==> src/common/i3c_pkg.sv <==
// I3C target package: bus and register constants, FSM state types, shared structs
package i3c_pkg;

    // Bus drivers: 0 controller, 1 simulated target, 2 our target
    localparam int unsigned NUM_DEVICES = 3;

    // SDA transitions with SCL low that arm a target reset
    localparam int unsigned RST_TOGGLES = 14;

    localparam int unsigned CSR_ADDR_W = 2;
    localparam int unsigned CSR_DATA_W = 16;

    localparam logic [CSR_ADDR_W-1:0] CSR_CTRL   = 2'd0;
    localparam logic [CSR_ADDR_W-1:0] CSR_STATUS = 2'd1;
    localparam logic [CSR_ADDR_W-1:0] CSR_CLEAR  = 2'd2;

    // One register access, plain strobes
    typedef struct packed {
        logic                  wr;
        logic                  rd;
        logic [CSR_ADDR_W-1:0] addr;
        logic [CSR_DATA_W-1:0] wdata;
    } csr_req_t;

    // CTRL register layout, enable in bit 7
    typedef struct packed {
        logic       enable;
        logic [6:0] own_addr;
    } target_cfg_t;

    typedef struct packed {
        logic [7:0] rx_byte;
        logic [7:0] rx_count;
        logic       rx_strobe;
    } rx_status_t;

    // Synchronized bus view with decoded conditions
    typedef struct packed {
        logic sda;
        logic scl;
        logic start;
        logic stop;
        logic scl_fall;
    } bus_event_t;

    typedef enum logic [1:0] {
        MON_IDLE,
        MON_ADDR,
        MON_ACK,
        MON_DATA
    } mon_state_t;

    // Reset pattern: counting toggles, armed, seen Sr
    typedef enum logic [1:0] {
        DET_COUNT,
        DET_ARMED,
        DET_SR
    } det_state_t;

endpackage

==> src/logic/i3c_bus_harness.sv <==
// Open-drain bus merge of all device drivers and two-flop synchronizer
`timescale 1ns/1ps

module i3c_bus_harness (
    input  logic                             clk_i,
    input  logic                             reset_i,
    input  logic [i3c_pkg::NUM_DEVICES-1:0] sda_i,
    input  logic [i3c_pkg::NUM_DEVICES-1:0] scl_i,
    output logic                             sda_o,
    output logic                             scl_o,
    output logic                             sda_sync_o,
    output logic                             scl_sync_o
);

    logic [1:0] sda_ff;
    logic [1:0] scl_ff;

    // Any device pulling low wins
    assign sda_o = &sda_i;
    assign scl_o = &scl_i;

    // Idle bus is high, so the synchronizer starts there
    always_ff @(posedge clk_i) begin
        if (reset_i) begin
            sda_ff <= 2'b11;
            scl_ff <= 2'b11;
        end else begin
            sda_ff <= {sda_ff[0], sda_o};
            scl_ff <= {scl_ff[0], scl_o};
        end
    end

    assign sda_sync_o = sda_ff[1];
    assign scl_sync_o = scl_ff[1];

endmodule

==> src/i3c_target/i3c_target_csr.sv <==
// Target register block: CTRL register, STATUS read mux and count clear strobe
`timescale 1ns/1ps

module i3c_target_csr (
    input  logic                            clk_i,
    input  logic                            reset_i,
    input  i3c_pkg::csr_req_t               csr_req_i,
    output logic [i3c_pkg::CSR_DATA_W-1:0] csr_rdata_o,
    output i3c_pkg::target_cfg_t            cfg_o,
    input  i3c_pkg::rx_status_t             rx_i,
    output logic                            clear_count_o
);

    i3c_pkg::target_cfg_t            cfg_q;
    logic [i3c_pkg::CSR_DATA_W-1:0] rdata_mux;
    logic                            ctrl_wr;

    assign ctrl_wr = csr_req_i.wr && (csr_req_i.addr == i3c_pkg::CSR_CTRL);

    always_ff @(posedge clk_i) begin
        if (reset_i) begin
            cfg_q <= '0;
        end else if (ctrl_wr) begin
            cfg_q.enable   <= csr_req_i.wdata[7];
            cfg_q.own_addr <= csr_req_i.wdata[6:0];
        end
    end

    assign cfg_o = cfg_q;

    // Count clears at the same edge as any other write
    assign clear_count_o = csr_req_i.wr && (csr_req_i.addr == i3c_pkg::CSR_CLEAR);

    always_comb begin
        rdata_mux = '0;
        case (csr_req_i.addr)
            i3c_pkg::CSR_CTRL: begin
                rdata_mux[7:0] = cfg_q;
            end
            i3c_pkg::CSR_STATUS: begin
                rdata_mux[7:0]  = rx_i.rx_byte;
                rdata_mux[15:8] = rx_i.rx_count;
            end
            default: begin
                rdata_mux = '0;
            end
        endcase
    end

    // Read data is held until the next read strobe
    always_ff @(posedge clk_i) begin
        if (reset_i) begin
            csr_rdata_o <= '0;
        end else if (csr_req_i.rd) begin
            csr_rdata_o <= rdata_mux;
        end
    end

endmodule

==> src/i3c_target/i3c_bus_monitor.sv <==
// Bus monitor: START/STOP detection, bit shifter, address match, ACK and byte counter
`timescale 1ns/1ps

module i3c_bus_monitor (
    input  logic                 clk_i,
    input  logic                 reset_i,
    input  logic                 sda_sync_i,
    input  logic                 scl_sync_i,
    input  i3c_pkg::target_cfg_t cfg_i,
    input  logic                 clear_count_i,
    output i3c_pkg::bus_event_t  ev_o,
    output i3c_pkg::rx_status_t  rx_o,
    output logic                 sda_o
);

    logic                sda_q;
    logic                scl_q;
    logic                scl_rise;
    logic                byte_done;
    logic                addr_hit;
    logic                data_done;
    logic [3:0]          bit_cnt;
    logic [7:0]          shift_q;
    i3c_pkg::mon_state_t state_q;
    i3c_pkg::rx_status_t rx_q;

    always_ff @(posedge clk_i) begin
        if (reset_i) begin
            sda_q <= 1'b1;
            scl_q <= 1'b1;
        end else begin
            sda_q <= sda_sync_i;
            scl_q <= scl_sync_i;
        end
    end

    assign scl_rise      = scl_sync_i & ~scl_q;
    assign ev_o.sda      = sda_sync_i;
    assign ev_o.scl      = scl_sync_i;
    assign ev_o.start    = scl_sync_i & scl_q & sda_q & ~sda_sync_i;
    assign ev_o.stop     = scl_sync_i & scl_q & ~sda_q & sda_sync_i;
    assign ev_o.scl_fall = scl_q & ~scl_sync_i;

    // Eighth bit is complete at the following SCL fall
    assign byte_done = (bit_cnt == 4'd8) && ev_o.scl_fall;
    assign addr_hit  = cfg_i.enable && (shift_q[7:1] == cfg_i.own_addr) && !shift_q[0];
    assign data_done = (state_q == i3c_pkg::MON_DATA) && byte_done;

    always_ff @(posedge clk_i) begin
        if (scl_rise) begin
            shift_q <= {shift_q[6:0], sda_sync_i};
        end
    end

    always_ff @(posedge clk_i) begin
        if (reset_i) begin
            state_q <= i3c_pkg::MON_IDLE;
            bit_cnt <= '0;
            sda_o   <= 1'b1;
        end else if (ev_o.start) begin
            state_q <= i3c_pkg::MON_ADDR;
            bit_cnt <= '0;
            sda_o   <= 1'b1;
        end else if (ev_o.stop) begin
            state_q <= i3c_pkg::MON_IDLE;
            sda_o   <= 1'b1;
        end else begin
            case (state_q)
                i3c_pkg::MON_ADDR, i3c_pkg::MON_DATA: begin
                    if (scl_rise) begin
                        bit_cnt <= bit_cnt + 4'd1;
                    end
                    if (byte_done) begin
                        bit_cnt <= '0;
                        // Later bytes of an acked transfer are acked too
                        if (state_q == i3c_pkg::MON_DATA || addr_hit) begin
                            state_q <= i3c_pkg::MON_ACK;
                            sda_o   <= 1'b0;
                        end else begin
                            state_q <= i3c_pkg::MON_IDLE;
                        end
                    end
                end
                i3c_pkg::MON_ACK: begin
                    // Release after the ninth clock
                    if (ev_o.scl_fall) begin
                        state_q <= i3c_pkg::MON_DATA;
                        sda_o   <= 1'b1;
                    end
                end
                default: begin
                    state_q <= i3c_pkg::MON_IDLE;
                end
            endcase
        end
    end

    always_ff @(posedge clk_i) begin
        if (reset_i) begin
            rx_q <= '0;
        end else begin
            rx_q.rx_strobe <= data_done;
            if (data_done) begin
                rx_q.rx_byte <= shift_q;
            end
            if (clear_count_i) begin
                rx_q.rx_count <= '0;
            end else if (data_done) begin
                rx_q.rx_count <= rx_q.rx_count + 8'd1;
            end
        end
    end

    assign rx_o = rx_q;

endmodule

==> src/i3c_target/i3c_reset_detector.sv <==
// Target reset pattern detector with peripheral and escalated reset outputs
`timescale 1ns/1ps

module i3c_reset_detector (
    input  logic                clk_i,
    input  logic                reset_i,
    input  i3c_pkg::bus_event_t ev_i,
    input  logic                peripheral_reset_done_i,
    output logic                peripheral_reset_o,
    output logic                escalated_reset_o
);

    logic                sda_q;
    logic                toggle;
    logic                pattern_done;
    logic [3:0]          toggle_cnt;
    i3c_pkg::det_state_t state_q;

    assign toggle       = ~ev_i.scl && (ev_i.sda != sda_q);
    assign pattern_done = (state_q == i3c_pkg::DET_SR) && ev_i.stop;

    always_ff @(posedge clk_i) begin
        if (reset_i) begin
            state_q    <= i3c_pkg::DET_COUNT;
            toggle_cnt <= '0;
            sda_q      <= 1'b1;
        end else begin
            sda_q <= ev_i.sda;
            case (state_q)
                i3c_pkg::DET_COUNT: begin
                    // SCL high outside the pattern restarts the count
                    if (ev_i.scl) begin
                        toggle_cnt <= '0;
                    end else if (toggle) begin
                        if (toggle_cnt == 4'(i3c_pkg::RST_TOGGLES - 1)) begin
                            state_q    <= i3c_pkg::DET_ARMED;
                            toggle_cnt <= '0;
                        end else begin
                            toggle_cnt <= toggle_cnt + 4'd1;
                        end
                    end
                end
                i3c_pkg::DET_ARMED: begin
                    if (ev_i.start) begin
                        state_q <= i3c_pkg::DET_SR;
                    end else if (ev_i.scl_fall) begin
                        state_q <= i3c_pkg::DET_COUNT;
                    end
                end
                i3c_pkg::DET_SR: begin
                    if (ev_i.stop || ev_i.scl_fall) begin
                        state_q <= i3c_pkg::DET_COUNT;
                    end
                end
                default: begin
                    state_q <= i3c_pkg::DET_COUNT;
                end
            endcase
        end
    end

    // Second pattern before done escalates
    always_ff @(posedge clk_i) begin
        if (reset_i) begin
            peripheral_reset_o <= 1'b0;
            escalated_reset_o  <= 1'b0;
        end else begin
            if (pattern_done && !peripheral_reset_o) begin
                peripheral_reset_o <= 1'b1;
            end else if (peripheral_reset_done_i && !pattern_done) begin
                peripheral_reset_o <= 1'b0;
            end
            if (pattern_done && peripheral_reset_o) begin
                escalated_reset_o <= 1'b1;
            end
        end
    end

endmodule

==> src/i3c_target/i3c_target.sv <==
// Target core: register block, bus monitor and reset detector
`timescale 1ns/1ps

module i3c_target (
    input  logic                            clk_i,
    input  logic                            reset_i,
    input  i3c_pkg::csr_req_t               csr_req_i,
    output logic [i3c_pkg::CSR_DATA_W-1:0] csr_rdata_o,
    input  logic                            sda_sync_i,
    input  logic                            scl_sync_i,
    output logic                            sda_o,
    output logic                            peripheral_reset_o,
    input  logic                            peripheral_reset_done_i,
    output logic                            escalated_reset_o
);

    i3c_pkg::target_cfg_t cfg;
    i3c_pkg::rx_status_t  rx;
    i3c_pkg::bus_event_t  ev;
    logic                 clear_count;

    i3c_target_csr u_csr (
        .clk_i         (clk_i),
        .reset_i       (reset_i),
        .csr_req_i     (csr_req_i),
        .csr_rdata_o   (csr_rdata_o),
        .cfg_o         (cfg),
        .rx_i          (rx),
        .clear_count_o (clear_count)
    );

    i3c_bus_monitor u_monitor (
        .clk_i         (clk_i),
        .reset_i       (reset_i),
        .sda_sync_i    (sda_sync_i),
        .scl_sync_i    (scl_sync_i),
        .cfg_i         (cfg),
        .clear_count_i (clear_count),
        .ev_o          (ev),
        .rx_o          (rx),
        .sda_o         (sda_o)
    );

    i3c_reset_detector u_reset_det (
        .clk_i                   (clk_i),
        .reset_i                 (reset_i),
        .ev_i                    (ev),
        .peripheral_reset_done_i (peripheral_reset_done_i),
        .peripheral_reset_o      (peripheral_reset_o),
        .escalated_reset_o       (escalated_reset_o)
    );

endmodule

==> src/logic/i3c_test_top.sv <==
// Simulation top: simulated controller and target merged with our target on one bus
`timescale 1ns/1ps

module i3c_test_top (
    input  logic                            clk_i,
    input  logic                            reset_i,
    input  i3c_pkg::csr_req_t               csr_req_i,
    output logic [i3c_pkg::CSR_DATA_W-1:0] csr_rdata_o,
    input  logic                            sda_sim_ctrl_i,
    input  logic                            scl_sim_ctrl_i,
    input  logic                            sda_sim_target_i,
    input  logic                            scl_sim_target_i,
    output logic                            bus_sda_o,
    output logic                            bus_scl_o,
    output logic                            peripheral_reset_o,
    input  logic                            peripheral_reset_done_i,
    output logic                            escalated_reset_o
);

    logic [i3c_pkg::NUM_DEVICES-1:0] sda_drv;
    logic [i3c_pkg::NUM_DEVICES-1:0] scl_drv;
    logic                            sda_sync;
    logic                            scl_sync;

    assign sda_drv[0] = sda_sim_ctrl_i;
    assign scl_drv[0] = scl_sim_ctrl_i;
    assign sda_drv[1] = sda_sim_target_i;
    assign scl_drv[1] = scl_sim_target_i;
    // A target never drives SCL
    assign scl_drv[2] = 1'b1;

    i3c_bus_harness u_harness (
        .clk_i      (clk_i),
        .reset_i    (reset_i),
        .sda_i      (sda_drv),
        .scl_i      (scl_drv),
        .sda_o      (bus_sda_o),
        .scl_o      (bus_scl_o),
        .sda_sync_o (sda_sync),
        .scl_sync_o (scl_sync)
    );

    i3c_target u_target (
        .clk_i                   (clk_i),
        .reset_i                 (reset_i),
        .csr_req_i               (csr_req_i),
        .csr_rdata_o             (csr_rdata_o),
        .sda_sync_i              (sda_sync),
        .scl_sync_i              (scl_sync),
        .sda_o                   (sda_drv[2]),
        .peripheral_reset_o      (peripheral_reset_o),
        .peripheral_reset_done_i (peripheral_reset_done_i),
        .escalated_reset_o       (escalated_reset_o)
    );

endmodule

==> config.mk <==
export PLATFORM = sky130hd
export DESIGN_NAME = i3c_test_top
export DESIGN_NICKNAME = d
export VERILOG_FILES = /design/src/common/i3c_pkg.sv /design/src/logic/i3c_bus_harness.sv /design/src/i3c_target/i3c_target_csr.sv /design/src/i3c_target/i3c_bus_monitor.sv /design/src/i3c_target/i3c_reset_detector.sv /design/src/i3c_target/i3c_target.sv /design/src/logic/i3c_test_top.sv
export SDC_FILE = /design/constraint.sdc
export NUM_CORES = 1
export LEC_CHECK = 0
export BUFFER_PORTS_ARGS = -buffer_cell sky130_fd_sc_hd__buf_2
export CAP_MARGIN = 20
export CORE_ASPECT_RATIO = 1.25
export CORE_MARGIN = 5
export CORE_UTILIZATION = 50
export DETAILED_ROUTE_END_ITERATION = 10
export GPL_ROUTABILITY_DRIVEN = 0
export HOLD_SLACK_MARGIN = 0.02
export PLACE_DENSITY = 0.83
export SYNTH_ARGS = -nofsm -noshare
export SYNTH_HDL_FRONTEND = slang
export SYNTH_SLANG_ARGS = --single-unit
==> constraint.sdc <==
create_clock -name clk_i -period 1.5 [get_ports clk_i]
set_input_delay 0 -clock clk_i [delete_from_list [all_inputs] [get_ports clk_i]]
set_output_delay 0 -clock clk_i [all_outputs]
set_load 0.1 [all_outputs]
==> summary.txt <==
Status
  • Run status: completed

Critical path
  • Buffer and inverter count on the worst path: 1
  • Critical Path Sink Type: flop
  • Crit path kind: reg2reg
  • Cells along the critical path: inv_2 -> ha_4 -> and3b_2 -> a21oi_1 -> nor3b_1 -> o211a_1
  • Worst endpoint data arrival time: approximately 1700 ps
  • Maximum net fanout on the critical path: 5
  • Slowest stage cell on the critical path: sky130_fd_sc_hd__dfxtp_2
  • End of the worst register-to-register path: u_target.u_monitor.bit_cnt[2]
  • Internal reg-to-reg setup slack: 10 ps
  • Category of the worst setup path launch point: flop
  • Worst R2R Start: u_target.u_monitor.bit_cnt[0]
  • Delay-heaviest family, CP: compound AO/OA/AOI/OAI gates
  • Delay of the slowest critical-path stage: 340 ps
  • Data required time at the worst endpoint: 1730 ps
  • R2r worst-path depth: 6

Pwr
  • Leakage power: between 1.5 and 2 nW
  • Cell Pwr Density: about 1000 mW/mm^2
  • VDD IR max: roughly 0.00081 V
  • Total power: just under 4 mW

Floorplanning
  • Placeable core area: between 0.005 and 0.006 mm^2
  • Effective utilization at floorplan: 0.516
  • Die area: between 0.007 and 0.008 mm^2
  • Std-Cell Rows: 31
  • X dimension of the die: 79.1 um
  • Overall die height: just under 100 um
  • Count of pins on the block boundary: between 40 and 50

Clocking
  • Insertion delay to the later sink of the worst-skew pair: around 350 ps
  • Clock transition at the registers of the reported paths: roughly 80 ps
  • H-tree lvl count: 3
  • CTS tree: done
  • Maximum clock insertion buffer count: 2
  • Clock net sink count: 69
  • Number of buffers inserted during clock tree synthesis: 9
  • Root buffer cell: sky130_fd_sc_hd__clkbuf_8

Timing
  • Setup Viol. Count Final: 0
  • Period utilization: 0.992
  • RSZ-0062 raised after global routing: yes
  • Worst max-slew margin expressed relative to the limit: 0.623
  • Final critical delay including setup and external delays: approximately 1500 ps
  • Largest clock skew in the final design: 10.3 ps
  • Hold violation count in the final report: 0
  • Max frequency: about 670 MHz
  • Summed negative setup slack over all endpoints: 0 ps
  • Actual transition at the worst max-transition pin: between 500 and 600 ps
  • Fin. max-slew vios: 0
  • Final critical-path setup slack: about 12 ps

Detailed routing
  • Total detailed-routing wirelength: a little under 7000 um
  • Via count normalized by instance count: around 5.4
  • Starting DRC count in detailed routing: around 130
  • Overall via count from detail_route: between 2000 and 2500
  • Wire per inst: approximately 15 um
  • Number of detailed-routing iterations run before antenna repair: 4
  • Post-detailed-route count of antenna-violating nets: 0
  • DRC Markers: 0

Finish
  • Area growth from synthesis to final layout: 27.6%
  • Filler Cell Count: 399
  • # diodes: 0
  • Share of layout cells above drive strength 1: 0.291
  • Final net count: slightly above 400

Run
  • Max-capacitance violation count: 0

Yosys
  • Register bit total from synthesis: 69
  • Number of nets produced by synthesis: roughly 340
  • Number of different library cells in the post-synthesis netlist: 45
  • Area of the mapped netlist: approximately 0.0030 mm^2
  • Sequential cell area fraction in the yosys report: 0.490
  • Top FF cell, synth: sky130_fd_sc_hd__dfxtp_1
  • Post-synth EDFFs: 8
  • Async S/R FF share, synth: 0
  • Yosys Warn Count: 0
  • Average cell area after synthesis: 9.61 um^2
  • Synthesized instance count: between 300 and 400

GRT
  • Number of global-route vias before repair: around 2400
  • Initial antenna violation count: 0
  • Overall fraction of global-route tracks in use: 0.187
  • Final global-route overflow total: 0
  • Maximum number of pins on one net before global-route repair: 36
  • First-pass GRT wire length: between 10000 and 15000 um

Min path
  • Hold_sp: csr_req_i[17]
  • Worst hold endpoint: u_target.u_csr.csr_rdata_o[13]
  • Cell depth of the worst min-delay path: 4
  • Worst hold-check path type: in2reg

Placement
  • Worst-case setup slack after placement: -128 ps
  • HPWL after DPL: approximately 4500 um
  • Count of input and output buffers: 38
-- worst reg2reg max path: cells and delay by family, from the launching register on --
kind                       cells  cell delay, ps
AOI/OAI and AO/OA              2             510
buffers and inverters          1              50
and+or+nand+nor                2             350
adders and majority gates      1             140
DFF                            1             340
-- layer usage --
layer / vias to the layer above / track usage / routed length (um)
met5: - / 0 / 0
met1: 1175 / 0.200 / 2740
met3: 13 / 0.0496 / 193
li1: 1213 / - / -
met4: 0 / 0.0774 / 146
met2: 33 / 0.346 / 3690
-- state kept, by name, summed over array words and instances, names as in the netlist --
| register | cells |
|---|---|
| u_harness.scl_ff | 2 |
| u_harness.sda_ff | 2 |
| u_target.u_csr.cfg_o | 8 |
| u_target.u_csr.csr_rdata_o | 16 |
| u_target.u_monitor.bit_cnt | 4 |
| u_target.u_monitor.rx_o | 16 |
| u_target.u_monitor.scl_q | 1 |
| u_target.u_monitor.sda_o | 1 |
| u_target.u_monitor.sda_q | 1 |
| u_target.u_monitor.shift_q | 8 |
| u_target.u_monitor.state_q | 2 |
| u_target.u_reset_det.escalated_reset_o | 1 |
| u_target.u_reset_det.peripheral_reset_o | 1 |
| u_target.u_reset_det.state_q | 2 |
| u_target.u_reset_det.toggle_cnt | 4 |
-- area by class of cell --
cell class              instances  area, um^2  share of cell area
clock buffers                  13         191              0.0503
flip-flops and latches         69        1470               0.385
multi-input cells             221        1490               0.392
inverters                       4        15.0             0.00395
well taps                      66        82.6              0.0217
repair buffers                 75         510               0.134
clock inverters                 3        46.3              0.0122
-- power breakdown --
group          total (mW)  internal [mW]  leakage, nW  switching [mW]
Sequential           1.91           1.89        0.568          0.0233
Combinational       0.278          0.122        0.966           0.156
Clock                1.73           1.02        0.117           0.711
Total                3.92           3.03         1.65           0.890
-- synth_stat cells (2+ instances only) --
cell type / count / area (um^2)
sky130_fd_sc_hd__dfxtp_1: 61 / 1220
sky130_fd_sc_hd__nor2_1: 40 / 150
sky130_fd_sc_hd__a21oi_1: 26 / 130
sky130_fd_sc_hd__mux2i_1: 18 / 180
sky130_fd_sc_hd__nor2b_1: 15 / 93.8
sky130_fd_sc_hd__nand3_1: 13 / 65.1
sky130_fd_sc_hd__nand2_1: 12 / 45.0
sky130_fd_sc_hd__nand2b_1: 11 / 68.8
sky130_fd_sc_hd__xor2_1: 11 / 96.3
sky130_fd_sc_hd__clkbuf_1: 9 / 33.8
sky130_fd_sc_hd__mux2_2: 9 / 101
sky130_fd_sc_hd__edfxtp_1: 8 / 240
sky130_fd_sc_hd__or2_2: 6 / 37.5
sky130_fd_sc_hd__ha_1: 5 / 62.6
sky130_fd_sc_hd__o21ai_0: 5 / 25.0
sky130_fd_sc_hd__and3_1: 4 / 25.0
sky130_fd_sc_hd__inv_1: 4 / 15.0
sky130_fd_sc_hd__nand4_1: 4 / 25.0
sky130_fd_sc_hd__o211ai_1: 4 / 30.0
sky130_fd_sc_hd__and2_1: 3 / 18.8
sky130_fd_sc_hd__and3b_1: 3 / 26.3
sky130_fd_sc_hd__buf_2: 3 / 15.0
sky130_fd_sc_hd__buf_4: 3 / 22.5
sky130_fd_sc_hd__or3_1: 3 / 18.8
sky130_fd_sc_hd__a31oi_1: 2 / 12.5
sky130_fd_sc_hd__nor3_1: 2 / 10.0
sky130_fd_sc_hd__nor3b_1: 2 / 15.0
sky130_fd_sc_hd__nor4_1: 2 / 12.5
sky130_fd_sc_hd__o21ai_1: 2 / 10.0
sky130_fd_sc_hd__o21bai_1: 2 / 15.0
sky130_fd_sc_hd__o31ai_1: 2 / 15.0
sky130_fd_sc_hd__or4_1: 2 / 15.0
sky130_fd_sc_hd__xnor2_1: 2 / 17.5
-- layout by cell type, fill, tap and decap left out, types with 3 or more instances in the layout --
cell type and count:
sky130_fd_sc_hd__edfxtp_1 8, sky130_fd_sc_hd__nand2b_1 11, sky130_fd_sc_hd__ha_1 4, sky130_fd_sc_hd__clkbuf_8 10, sky130_fd_sc_hd__nand4_1 4, sky130_fd_sc_hd__and2_1 3, sky130_fd_sc_hd__o21ai_0 5, sky130_fd_sc_hd__xor2_1 11
sky130_fd_sc_hd__o211ai_1 4, sky130_fd_sc_hd__dlygate4sd3_1 14, sky130_fd_sc_hd__mux2_2 9, sky130_fd_sc_hd__nand3_1 13, sky130_fd_sc_hd__buf_4 21, sky130_fd_sc_hd__nor2_1 40, sky130_fd_sc_hd__and3_1 4, sky130_fd_sc_hd__dfxtp_2 3
sky130_fd_sc_hd__or2_2 6, sky130_fd_sc_hd__a21oi_1 24, sky130_fd_sc_hd__dfxtp_1 58, sky130_fd_sc_hd__buf_2 38, sky130_fd_sc_hd__nor2b_1 15, sky130_fd_sc_hd__nand2_1 10, sky130_fd_sc_hd__mux2i_1 18
-- worst max-delay path by stage --
stage                                       start                             to  slack, ps  cells after the start
floorplan           u_target.u_monitor.bit_cnt[0]    u_target.u_monitor.rx_o[13]        0.8                      8
global placement    u_target.u_monitor.bit_cnt[0]     u_target.u_monitor.rx_o[8]        -50                      6
detailed placement  u_target.u_monitor.bit_cnt[0]     u_target.u_monitor.rx_o[8]       -130                      6
CTS                 u_target.u_monitor.bit_cnt[0]     u_target.u_monitor.rx_o[8]        -20                      6
global route        u_target.u_monitor.bit_cnt[0]     u_target.u_monitor.rx_o[3]        -50                      8
finish              u_target.u_monitor.bit_cnt[0]  u_target.u_monitor.bit_cnt[2]         10                      6
-- stage by stage --
step	util	instances	hold WS, ps	area (um^2)
after floorplan	-	310	147	2980
after global placement	0.576	418	233	3330
after detailed placement	0.576	418	241	3330
after CTS	0.646	450	74.0	3730
after global routing	0.658	451	97.9	3800
final	0.658	451	84.3	3800
-- logic make-up after synthesis --
group / Yosys count / share of synthesized area
DFF: 69 / 0.490
AOI/OAI and AO/OA: 49 / 0.0970
buffers and inverters: 20 / 0.0306
xor gates and xnor gates: 13 / 0.0382
adders and majority gates: 5 / 0.0210
muxes: 27 / 0.0945
and+or+nand+nor: 127 / 0.228
-- timing repair --
action,CTS,global route
hold buffers,14,0
gates resized for setup,6,15
setup buffers,2,1
pin swaps,7,12
setup endpoints to repair,17,18
endpoints found under the hold margin,13,0
(Power assumes the default switching activity.)
